**src/hdl/batt_mon_defs.svh**
```systemverilog
/*
 * Shared constants for the battery monitor: widths, averaging length,
 * low-battery thresholds, FIFO depth and UART channel header codes.
 * Include wherever one of these values is needed.
 */

`ifndef BATT_MON_DEFS_SVH
`define BATT_MON_DEFS_SVH

// Voltage codes and averaging
`define BATT_MON_VOLT_W     14          // Raw or averaged ADC code
`define BATT_MON_AVG_LOG2   8           // 256 samples per average
`define BATT_MON_SUM_W      22          // VOLT_W + AVG_LOG2

// Raw code g(V) = (V + 0.1) * 2.2 / 12.2 * 2048
`define BATT_MON_VALID_MIN  14'd700     // ~1.8 V, below is no battery
`define BATT_MON_RED_AA     14'd1252    // ~3.29 V for AA cells
`define BATT_MON_RED_LI     14'd1182    // ~3.1 V for lithium

// Record buffer
`define BATT_MON_FIFO_DEPTH 4

// Packet header bytes
`define BATT_MON_CH_AA      8'd0
`define BATT_MON_CH_LI      8'd1

`endif
```
**src/hdl/batt_mon_pkg.sv**
```systemverilog
/*
 * Types shared by the battery monitor blocks. The telemetry record is
 * the payload carried on both Wishbone links between producer, buffer
 * and consumer. Refer to the types by scoped name.
 */

`default_nettype none

`include "batt_mon_defs.svh"

package batt_mon_pkg;

    // Unsigned ADC voltage code
    typedef logic [`BATT_MON_VOLT_W-1:0] volt_t;

    // Battery chemistry from the board strap
    typedef enum logic {
        batt_aa = 1'b0,
        batt_li = 1'b1
    } batt_kind_t;

    // One averaged measurement, 15 bits
    typedef struct packed {
        batt_kind_t kind;
        volt_t      volt;
    } volt_rec_t;

endpackage

`default_nettype wire

```
**src/hdl/batt_mon_top.sv**
```systemverilog
/*
 * Battery monitor top level. The averager writes one record per 256
 * samples into the record FIFO, and the telemetry transmitter drains it
 * towards the UART byte interface. Both internal links are Wishbone
 * classic.
 */

`timescale 1ns/1ps
`default_nettype none

`include "batt_mon_defs.svh"

module batt_mon_top (
    input  wire                           clk,
    input  wire                           reset,
    input  wire                           adc_valid,
    input  wire batt_mon_pkg::volt_t      adc_value,
    input  wire batt_mon_pkg::batt_kind_t bat_kind,
    input  wire                           charging,       // PMIC charging status
    output wire                           low_battery,
    output wire [7:0]                     uart_tx_data,
    output wire                           uart_tx_val,
    input  wire                           uart_tx_busy
);

    // Averager to FIFO
    wire                          wr_cyc;
    wire                          wr_stb;
    wire                          wr_we;
    batt_mon_pkg::volt_rec_t      wr_dat;
    wire                          wr_ack;

    // FIFO to transmitter
    wire                          rd_cyc;
    wire                          rd_stb;
    batt_mon_pkg::volt_rec_t      rd_dat;
    wire                          rd_ack;

    volt_averager averager_i (
        .clk         (clk),
        .reset       (reset),
        .adc_valid   (adc_valid),
        .adc_value   (adc_value),
        .bat_kind    (bat_kind),
        .charging    (charging),
        .low_battery (low_battery),
        .wr_cyc      (wr_cyc),
        .wr_stb      (wr_stb),
        .wr_we       (wr_we),
        .wr_dat      (wr_dat),
        .wr_ack      (wr_ack)
    );

    record_fifo #(
        .payload_t (batt_mon_pkg::volt_rec_t),
        .depth     (`BATT_MON_FIFO_DEPTH)
    ) fifo_i (
        .clk    (clk),
        .reset  (reset),
        .wr_cyc (wr_cyc),
        .wr_stb (wr_stb),
        .wr_we  (wr_we),
        .wr_dat (wr_dat),
        .wr_ack (wr_ack),
        .rd_cyc (rd_cyc),
        .rd_stb (rd_stb),
        .rd_dat (rd_dat),
        .rd_ack (rd_ack)
    );

    telemetry_tx tx_i (
        .clk          (clk),
        .reset        (reset),
        .rd_cyc       (rd_cyc),
        .rd_stb       (rd_stb),
        .rd_dat       (rd_dat),
        .rd_ack       (rd_ack),
        .uart_tx_data (uart_tx_data),
        .uart_tx_val  (uart_tx_val),
        .uart_tx_busy (uart_tx_busy)
    );

endmodule

`default_nettype wire

```
**src/hdl/telemetry_tx.sv**
```systemverilog
/*
 * Reads telemetry records over a Wishbone classic read link and sends each
 * one to the UART as a three-byte packet: channel header, then the high
 * and low voltage bytes. A byte goes out only when the UART is not busy
 * and no byte went out in the cycle before, covering the lag of busy.
 */

`timescale 1ns/1ps
`default_nettype none

`include "batt_mon_defs.svh"

module telemetry_tx (
    input  wire                          clk,
    input  wire                          reset,
    output logic                         rd_cyc,
    output logic                         rd_stb,
    input  wire batt_mon_pkg::volt_rec_t rd_dat,
    input  wire                          rd_ack,
    output logic [7:0]                   uart_tx_data,
    output logic                         uart_tx_val,
    input  wire                          uart_tx_busy
);

    typedef enum logic [1:0] {
        st_read,                       // Fetch next record
        st_hdr,
        st_hi,
        st_lo
    } state_t;

    state_t                   state;
    batt_mon_pkg::volt_rec_t  rec;
    logic                     val_q;   // Byte issued last cycle
    logic                     send;

    assign send        = (state != st_read) && !uart_tx_busy && !val_q;
    assign uart_tx_val = send;

    always_comb begin
        case (state)
            st_hdr:  uart_tx_data = (rec.kind == batt_mon_pkg::batt_li) ? `BATT_MON_CH_LI
                                                                        : `BATT_MON_CH_AA;
            st_hi:   uart_tx_data = {2'b00, rec.volt[13:8]};
            st_lo:   uart_tx_data = rec.volt[7:0];
            default: uart_tx_data = 8'd0;
        endcase
    end

    always_ff @(posedge clk or posedge reset) begin
        if (reset) begin
            state  <= st_read;
            rd_cyc <= 1'b0;
            rd_stb <= 1'b0;
            val_q  <= 1'b0;
        end else begin
            val_q <= send;
            case (state)
                st_read: begin
                    if (rd_ack) begin
                        rd_cyc <= 1'b0;
                        rd_stb <= 1'b0;
                        state  <= st_hdr;
                    end else begin
                        rd_cyc <= 1'b1;    // Waits here while the FIFO is empty
                        rd_stb <= 1'b1;
                    end
                end
                st_hdr: if (send) state <= st_hi;
                st_hi:  if (send) state <= st_lo;
                st_lo:  if (send) state <= st_read;
                default: state <= st_read;
            endcase
        end
    end

    // Record held for the whole packet
    always_ff @(posedge clk) begin
        if (state == st_read && rd_ack) begin
            rec <= rd_dat;
        end
    end

endmodule

`default_nettype wire

```
**src/hdl/record_fifo.sv**
```systemverilog
/*
 * Record buffer between two Wishbone classic links. Both sides are
 * slaves: the write side stores one entry per ack, the read side returns
 * the oldest entry with its ack. Acks are registered and withheld while
 * full or empty. Depth is a power of two of at least two.
 */

`timescale 1ns/1ps
`default_nettype none

`include "batt_mon_defs.svh"

module record_fifo #(
    parameter type payload_t = batt_mon_pkg::volt_rec_t,
    parameter int  depth     = `BATT_MON_FIFO_DEPTH
) (
    input  wire            clk,
    input  wire            reset,
    input  wire            wr_cyc,
    input  wire            wr_stb,
    input  wire            wr_we,
    input  wire payload_t  wr_dat,
    output logic           wr_ack,
    input  wire            rd_cyc,
    input  wire            rd_stb,
    output payload_t       rd_dat,
    output logic           rd_ack
);

    localparam int ptr_w = $clog2(depth);

    payload_t          mem [depth];
    logic [ptr_w-1:0]  wr_ptr;
    logic [ptr_w-1:0]  rd_ptr;
    logic [ptr_w:0]    count;          // Occupancy, 0 to depth
    logic              full;
    logic              empty;
    logic              push;
    logic              pop;

    assign full  = (count == (ptr_w + 1)'(depth));
    assign empty = (count == '0);

    // No second ack while the master still holds stb
    assign push = wr_cyc && wr_stb && wr_we && !wr_ack && !full;
    assign pop  = rd_cyc && rd_stb && !rd_ack && !empty;

    always_ff @(posedge clk or posedge reset) begin
        if (reset) begin
            wr_ptr <= '0;
            rd_ptr <= '0;
            count  <= '0;
            wr_ack <= 1'b0;
            rd_ack <= 1'b0;
        end else begin
            wr_ack <= push;
            rd_ack <= pop;
            if (push) begin
                wr_ptr <= wr_ptr + 1'b1;   // Wraps at depth
            end
            if (pop) begin
                rd_ptr <= rd_ptr + 1'b1;
            end
            case ({push, pop})
                2'b10:   count <= count + 1'b1;
                2'b01:   count <= count - 1'b1;
                default: count <= count;
            endcase
        end
    end

    // Storage and read data
    always_ff @(posedge clk) begin
        if (push) begin
            mem[wr_ptr] <= wr_dat;
        end
        if (pop) begin
            rd_dat <= mem[rd_ptr];     // Valid together with rd_ack
        end
    end

endmodule

`default_nettype wire

```
**src/hdl/volt_averager.sv**
```systemverilog
/*
 * Averages raw ADC samples in blocks of 256 and derives the low-battery
 * flag from each average. Every average is offered as a telemetry record
 * on a Wishbone classic write link; averages that complete while a write
 * is still pending are dropped. Sampling never stalls.
 */

`timescale 1ns/1ps
`default_nettype none

`include "batt_mon_defs.svh"

module volt_averager (
    input  wire                              clk,
    input  wire                              reset,
    input  wire                              adc_valid,
    input  wire batt_mon_pkg::volt_t         adc_value,
    input  wire batt_mon_pkg::batt_kind_t    bat_kind,
    input  wire                              charging,
    output logic                             low_battery,
    output logic                             wr_cyc,
    output logic                             wr_stb,
    output logic                             wr_we,
    output batt_mon_pkg::volt_rec_t          wr_dat,
    input  wire                              wr_ack
);

    logic [`BATT_MON_SUM_W-1:0]    sum;
    logic [`BATT_MON_AVG_LOG2:0]   cnt;        // Top bit marks a full block
    logic [`BATT_MON_SUM_W-1:0]    sum_next;
    logic [`BATT_MON_AVG_LOG2:0]   cnt_next;
    batt_mon_pkg::volt_t           avg_next;
    batt_mon_pkg::volt_t           red_thresh;
    logic                          block_done;
    logic                          low_next;
    logic                          wr_pending;

    assign sum_next = sum + `BATT_MON_SUM_W'(adc_value);
    assign cnt_next = cnt + 1'b1;

    // 256th sample accepted this cycle
    assign block_done = adc_valid && cnt_next[`BATT_MON_AVG_LOG2];

    // Truncated mean, sum >> 8
    assign avg_next = sum_next[`BATT_MON_SUM_W-1 -: `BATT_MON_VOLT_W];

    assign red_thresh = (bat_kind == batt_mon_pkg::batt_li) ? `BATT_MON_RED_LI
                                                            : `BATT_MON_RED_AA;

    // Low only with a real battery that is not on the charger
    assign low_next = (avg_next >= `BATT_MON_VALID_MIN) && !charging &&
                      (avg_next < red_thresh);

    // Previous record not yet taken, includes the ack cycle
    assign wr_pending = wr_stb;

    always_ff @(posedge clk or posedge reset) begin
        if (reset) begin
            sum         <= '0;
            cnt         <= '0;
            low_battery <= 1'b0;
        end else if (adc_valid) begin
            if (block_done) begin
                sum         <= '0;
                cnt         <= '0;
                low_battery <= low_next;   // Flag updates even if record is dropped
            end else begin
                sum <= sum_next;
                cnt <= cnt_next;
            end
        end
    end

    // Wishbone classic write master
    always_ff @(posedge clk or posedge reset) begin
        if (reset) begin
            wr_cyc <= 1'b0;
            wr_stb <= 1'b0;
            wr_we  <= 1'b0;
        end else if (wr_stb && wr_ack) begin
            wr_cyc <= 1'b0;                // End of cycle after ack
            wr_stb <= 1'b0;
            wr_we  <= 1'b0;
        end else if (block_done && !wr_pending) begin
            wr_cyc <= 1'b1;
            wr_stb <= 1'b1;
            wr_we  <= 1'b1;
        end
    end

    always_ff @(posedge clk) begin
        if (block_done && !wr_pending) begin
            wr_dat.kind <= bat_kind;
            wr_dat.volt <= avg_next;
        end
    end

endmodule

`default_nettype wire

```
**config.mk**
```make
export PLATFORM = sky130hd
export DESIGN_NAME = batt_mon_top
export DESIGN_NICKNAME = d
export VERILOG_FILES = /design/src/hdl/batt_mon_pkg.sv /design/src/hdl/batt_mon_top.sv /design/src/hdl/telemetry_tx.sv /design/src/hdl/record_fifo.sv /design/src/hdl/volt_averager.sv
export VERILOG_INCLUDE_DIRS = /design/src /design/src/hdl
export SDC_FILE = /design/constraint.sdc
export NUM_CORES = 1
export LEC_CHECK = 0
export ABC_AREA = 1
export BUFFER_PORTS_ARGS = -buffer_cell sky130_fd_sc_hd__buf_2
export CAP_MARGIN = 20
export CORE_ASPECT_RATIO = 1.75
export CORE_UTILIZATION = 61
export DETAILED_ROUTE_END_ITERATION = 10
export PLACE_DENSITY_LB_ADDON = 0.1
export REMOVE_ABC_BUFFERS = 1
export SETUP_SLACK_MARGIN = 0.05
export SYNTH_ARGS = -nofsm -noshare
export SYNTH_HDL_FRONTEND = slang
export SYNTH_SLANG_ARGS = --single-unit
```
**constraint.sdc**
```tcl
create_clock -name clk -period 4.2 [get_ports clk]
set_input_delay 0 -clock clk [delete_from_list [all_inputs] [get_ports clk]]
set_output_delay 0 -clock clk [all_outputs]
set_load 0.02 [all_outputs]
```
---- Word level (Yosys, flattened, before mapping) ----
Memory sizes are Yosys's and may differ from the RTL's. A register that Yosys moved wholly into a read port is not among the register bits.
Index checks and enable logic that the tools add are counted.
Widths: inputs -> output; s select.
operators by class
  equal/unequal tests ..................... 10
  add/subtract/negate cells ............... 6
  $lt $le $gt $ge ......................... 2
  muxes and demuxes ....................... 16
  reduce and logical (&&, ||, !) cells .... 27
operator list
  operator              number
  $pmux 8 s3            1
  $add 22x14->22        1
  $mux 22               1
  $ge 14x10->1 const B  1
  $lt 14x14->1          1
  $logic_and 1x1->1     12
  $add 9x1->9 const B   1
  $mux 9                1
  $logic_not 1->1       8
  $mux 2                4
  $pmux 2 s4            1
  $mux 7                1
  $eq 2x2->1 const B    3
  $mux 1                6
  $ne 2x1->1 const B    3
  $pmux 3 s2            1
  $reduce_bool 2->1     3
  $add 2x1->2 const B   2
  $eq 2x1->1 const B    2
  $reduce_and 4->1      1
  $add 3x1->3 const B   1
  $eq 3x3->1 const B    1
  $logic_not 3->1       1
  $sub 3x1->3 const B   1
  other kinds (3)       3
storage, ports and cells
  bits in writable memories ............... 60
  memories kept ........................... 1
  bits in registers ....................... 76
  word-level logic and storage cells ...... 78
memories
  memory      depth  width  read ports  clocked after memory_dff  write ports  line               text
  fifo_i.mem  4      15     1           1                         1            record_fifo.sv:32  payload_t mem [depth];

---- Logic depth before layout (Yosys ltp) ----
  word-level depth ........................ 5
  mapped depth ............................ 21
  depth with buffers taken out ............ 21

---- Hierarchy ----
Synthesis repeated with hierarchy kept, for this count alone.
second synthesis, totals
  cell total of the unflattened synthesis .. 734
  area total of the unflattened synthesis .. 7399.6 µm²
modules (own cells, without submodules)
  module         sequential area each (µm²)  area each (µm²)  times used  cells each
  record_fifo    2477.4                      3435.8           1           260
  volt_averager  1276.2                      3131.8           1           398
  telemetry_tx   550.5                       832.0            1           76

---- Least setup slack after synthesis ----
Ideal clock, no wire load.
  path type ............................... reg2reg
  start ................................... register fifo_i.count[2]
  end ..................................... register fifo_i.count[2]
  setup time .............................. 0.124 ns
  arrival time ............................ 2.829 ns
  required time ........................... 4.076 ns
  setup slack ............................. 1.247 ns
  stages on the path, launching flop included .. 9
  cell sequence ........................... dfrtp_1 -> nor3_1 -> nor3_1 -> ha_1 -> inv_1 -> fa_1 -> a21oi_1 -> o21ai_0 -> xnor2_1
on the way
  longest elaborated chain between the ends .. 5
  elaborated cells between the ends (all ways) .. 12
  classes of those cells .................. 2 x add/sub; 3 x eq/ne; 1 x mux; 6 x reduce/logical
ends and longest elaborated chain
  what                                                    line               text
  start: declaration                                      record_fifo.sv:35  logic [ptr_w:0] count;
  start signal: assignment                                record_fifo.sv:65  2'b10: count <= count + 1'b1;
  start signal: assignment                                record_fifo.sv:66  2'b01: count <= count - 1'b1;
  start signal: assignment                                record_fifo.sv:67  default: count <= count;
  $logic_not 3->1 (*)                                     record_fifo.sv:42  assign empty = (count == '0);
  $logic_not 1->1 (*)                                     record_fifo.sv:46  assign pop = rd_cyc && rd_stb && !rd_ack && !empty;
  $logic_and 1x1->1 (*)                                   record_fifo.sv:46
  net fifo_i.pop                                          record_fifo.sv:39  logic pop;
  $eq 2x1->1 / $eq 2x2->1 (equally long branches)         record_fifo.sv:64  case ({push, pop})
  $pmux 3 s2 / $reduce_bool 2->1 (equally long branches)  -
The timed path passes the listed nets; every way through them passes the cells marked *.
A chain may end at the register's enable or synchronous reset.

---- Worst setup path in the final report ----
  start ................................... register averager_i.sum[0]
  end ..................................... register averager_i.low_battery
on the way
  longest elaborated chain between the ends .. 4
  elaborated cells between the ends (all ways) .. 5
  classes of those cells .................. 1 x add/sub; 2 x order compare; 2 x reduce/logical
ends and longest elaborated chain
  what                           line                 text
  start: declaration             volt_averager.sv:28  logic [`BATT_MON_SUM_W-1:0] sum;
  start signal: assignment       volt_averager.sv:68  sum <= sum_next;
  $add 22x14->22 (*)             volt_averager.sv:38  assign sum_next = sum + `BATT_MON_SUM_W'(adc_value);
  net averager_i.sum_next[12]    volt_averager.sv:30  logic [`BATT_MON_SUM_W-1:0] sum_next;
  $ge 14x10->1 (no source line)  -
  $logic_and 1x1->1              volt_averager.sv:51  assign low_next = (avg_next >= `BATT_MON_VALID_MIN) && !charging &&
  $logic_and 1x1->1 (*)          volt_averager.sv:51
  end signal: assignment         volt_averager.sv:66  low_battery <= low_next;
  end: declaration               volt_averager.sv:20  output logic low_battery,
Marks and branches as above.

==> results.sh <==
export IMPL_status="complete, but fails checks"
export IMPL_violations="design-rule violations"
export IMPL_grt_max_degree=47
export IMPL_fin_cells=919
export IMPL_finalPower_mw=5.737
export IMPL_track_usage=0.2686
export IMPL_grt_overflow_total=0
export IMPL_max_cap_viol_count=0
export IMPL_clkLatencyLatePin_ps=420
export IMPL_p_per_area_nw_per_um2=705.2
export IMPL_grt_pass1_wl_um=24610
export IMPL_vias=5106
export IMPL_critPathCaptureType="flip-flop"
export IMPL_synth_edff_count=105
export IMPL_die_w_um=84.02
export IMPL_drtIter0Drc=214
export IMPL_cts_tree="built"
export IMPL_final_util=0.7064
export IMPL_pin_count=30
export IMPL_max_freq_ghz=0.3617
export IMPL_synth_async_reset_ratio=0.3046
export IMPL_ff2ff_setup_slack_ps=1440
export IMPL_antenna_left=0
export IMPL_peakVddDrop_uv=355.4
export IMPL_num_rows=52
export IMPL_crit_chain="ha_1 -> inv_1 -> fa_1 -> inv_1 -> nand3_1 -> nand2_1 -> nand3_1 -> nand3_1 -> nand2_1 -> nand2_1 -> ha_1 -> a21o_1 -> a21oi_1 -> nand2_1 -> nand2_1 -> nand2_1 -> nand2_1 -> nand3_1 -> nand2_1"
export IMPL_route_detailed_drc=2
export IMPL_port_buffers=29
export IMPL_slew_viol_final=0
export IMPL_skew_ps=12.82
export IMPL_first_global_vias=5257
export IMPL_gp_congestion=0.9529
export IMPL_hp_class="in2async"
export IMPL_root_buffer="clkbuf_16"
export IMPL_netlist_area_leader_share=0.4390
export IMPL_antenna_found_initial=0
export IMPL_area_delta_synth_final_pct=13.28
export IMPL_die_area_um2=12230
export IMPL_path_clk_slew_ps=60
export IMPL_path_common_cell="nand2_1"
export IMPL_finalSetupViolCount=0
export IMPL_finalHoldViolations=0
export IMPL_fin_nets=822
export IMPL_critPathMaxFanout=4
export IMPL_layout_common_cells="nand2_1, edfxtp_1, inv_1"
export IMPL_via_per_inst=5.556
export IMPL_synth_seq_cells=151
export IMPL_required_ps=4560
export IMPL_syn_area_um2=7182
export IMPL_critPathMaxStageDelay_ps=410
export IMPL_cts_max_level=4
export IMPL_drive_gt1_frac=0.1314
export IMPL_critPathSlowestCell="fa_1"
export IMPL_finalSetupTns_ps=0
export IMPL_ys_seq_area_frac=0.5993
export IMPL_dpl_cell_count=881
export IMPL_worstSetupPathType="reg2reg"
export IMPL_cts_num_sinks=151
export IMPL_wl_per_cell_um=16.59
export IMPL_synth_area_per_cell_um2=9.906
export IMPL_cts_buffers=17
export IMPL_drt_pass1_iterations=7
export IMPL_core_um2=11520
export IMPL_clockBufferDepth=2
export IMPL_max_slew_margin=0.4203
export IMPL_dp_hpwl_um=11040
export IMPL_fin_crit_ps=2765
export IMPL_hold_ws_ps=97.50
export IMPL_start_util=0.6236
export IMPL_die_y_um=145.5
export IMPL_post_cts_buffers=0
export IMPL_worstMarginPinSlew_ps=868.6
export IMPL_synthFlopType="edfxtp_1"
export IMPL_synthCells=725
export IMPL_synth_top_cells_by_area="edfxtp_1, dfrtp_1, nand2_1"
export IMPL_yosys_area_top_type="edfxtp_1"
export IMPL_diodes=0
export IMPL_power_leakage_nw=3.580
export IMPL_min_period_over_period=0.6583
export IMPL_synth_cell_types=32
export IMPL_wirelength_um=15240
export IMPL_ys_warn_count=0
export IMPL_rsz0062_at_grt="no"
export IMPL_arrival_ps=3120
export IMPL_worstSetupStartpointType="flip-flop"
export IMPL_final_common_cell="nand2_1"
-- path summary, 6_finish.rpt --
kind | from | to | depth (start not counted)
max | averager_i.sum[0] | averager_i.low_battery | 19
min | reset | averager_i.wr_cyc | 3
max reg2reg | averager_i.sum[0] | averager_i.low_battery | 19
min reg2reg | fifo_i.rd_dat[0] | tx_i.rec[0] | 0
max in group asynchronous | reset | averager_i.sum[18] | 4
min in group clk | adc_value[1] | averager_i.sum[1] | 4
-- logic make-up after synthesis --
| kind of cell | count (synthesis) | share of synthesized area |
|---|---|---|
| AND/OR/NAND/NOR | 313 | 0.1882 |
| adder cells (fa/ha/maj) | 30 | 0.05436 |
| buffers and inverters | 119 | 0.06324 |
| AO/OA/AOI/OAI | 97 | 0.07666 |
| XOR/XNOR | 15 | 0.01829 |
| flip-flops | 151 | 0.5993 |
-- cells in the mapped netlist, types with 2 or more instances --
| library cell | number |
|---|---|
| o21ai_0 | 46 |
| clkbuf_1 | 14 |
| nor2_4 | 4 |
| nand2_1 | 167 |
| nor2_2 | 6 |
| nand3_1 | 34 |
| edfxtp_1 | 105 |
| nand2_2 | 15 |
| inv_2 | 9 |
| xor2_1 | 8 |
| nor2_1 | 65 |
| dfrtp_1 | 46 |
| nand4_1 | 8 |
| nor3_1 | 8 |
| fa_1 | 2 |
| a22o_1 | 6 |
| o22ai_1 | 24 |
| inv_1 | 95 |
| a21oi_1 | 16 |
| ha_1 | 28 |
| and2_1 | 2 |
| xnor2_1 | 7 |
-- per-stage QoR --
step                cell area, um^2  setup WS [ps]
finish                         8135           1435
global route                   8135           1178
CTS                            8115           1432
detailed placement             7490           1472
global placement               7490           1578
floorplan                      7118           1247
-- layer usage --
metal / vias up / track usage / wire length [um]
met4: 0 / 0.1629 / 561
met3: 28 / 0.03347 / 416
met5: - / 0 / 0
li1: 2503 / - / -
met2: 112 / 0.5377 / 8909
met1: 2463 / 0.2470 / 5357
-- state kept, by name, summed over array words and instances, names as in the netlist --
name and cells:
averager_i.cnt 9, averager_i.low_battery 1, averager_i.sum 22, averager_i.wr_cyc 1, averager_i.wr_dat 15, fifo_i.count 3, fifo_i.mem 60, fifo_i.rd_ack 1
fifo_i.rd_dat 15, fifo_i.rd_ptr 2, fifo_i.wr_ack 1, fifo_i.wr_ptr 2, tx_i.rd_stb 1, tx_i.rec 15, tx_i.state 2, tx_i.val_q 1
-- worst max-delay path, delay by kind of cell, from the launching register on --
| family | cells | cell delay (ps) |
|---|---|---|
| buf+inv | 2 | 160 |
| compound gates | 2 | 300 |
| fa+ha+maj | 3 | 880 |
| flops | 1 | 350 |
| simple gates | 12 | 1030 |
-- power by group --
part           internal (mW)  switching [mW]
Clock                  0.872           0.572
Combinational          0.704            1.37
Sequential              2.02           0.202
-- repair_timing --
item / in CTS / in global routing
hold buffers: 6 / 0
hold endpoints to repair: 51 / 0
resized for setup: 0 / 0
-- cell type report --
class | count | area (um^2)
fill | 848 | 3381
clock buffer | 20 | 436.7
multi-input combinational | 455 | 2429
inverter | 104 | 390.4
timing repair buffer | 43 | 277.8
tap | 135 | 168.9
sequential | 151 | 4304
clock inverter | 11 | 128.9
No activity file was read; power rests on OpenSTA's default activity.
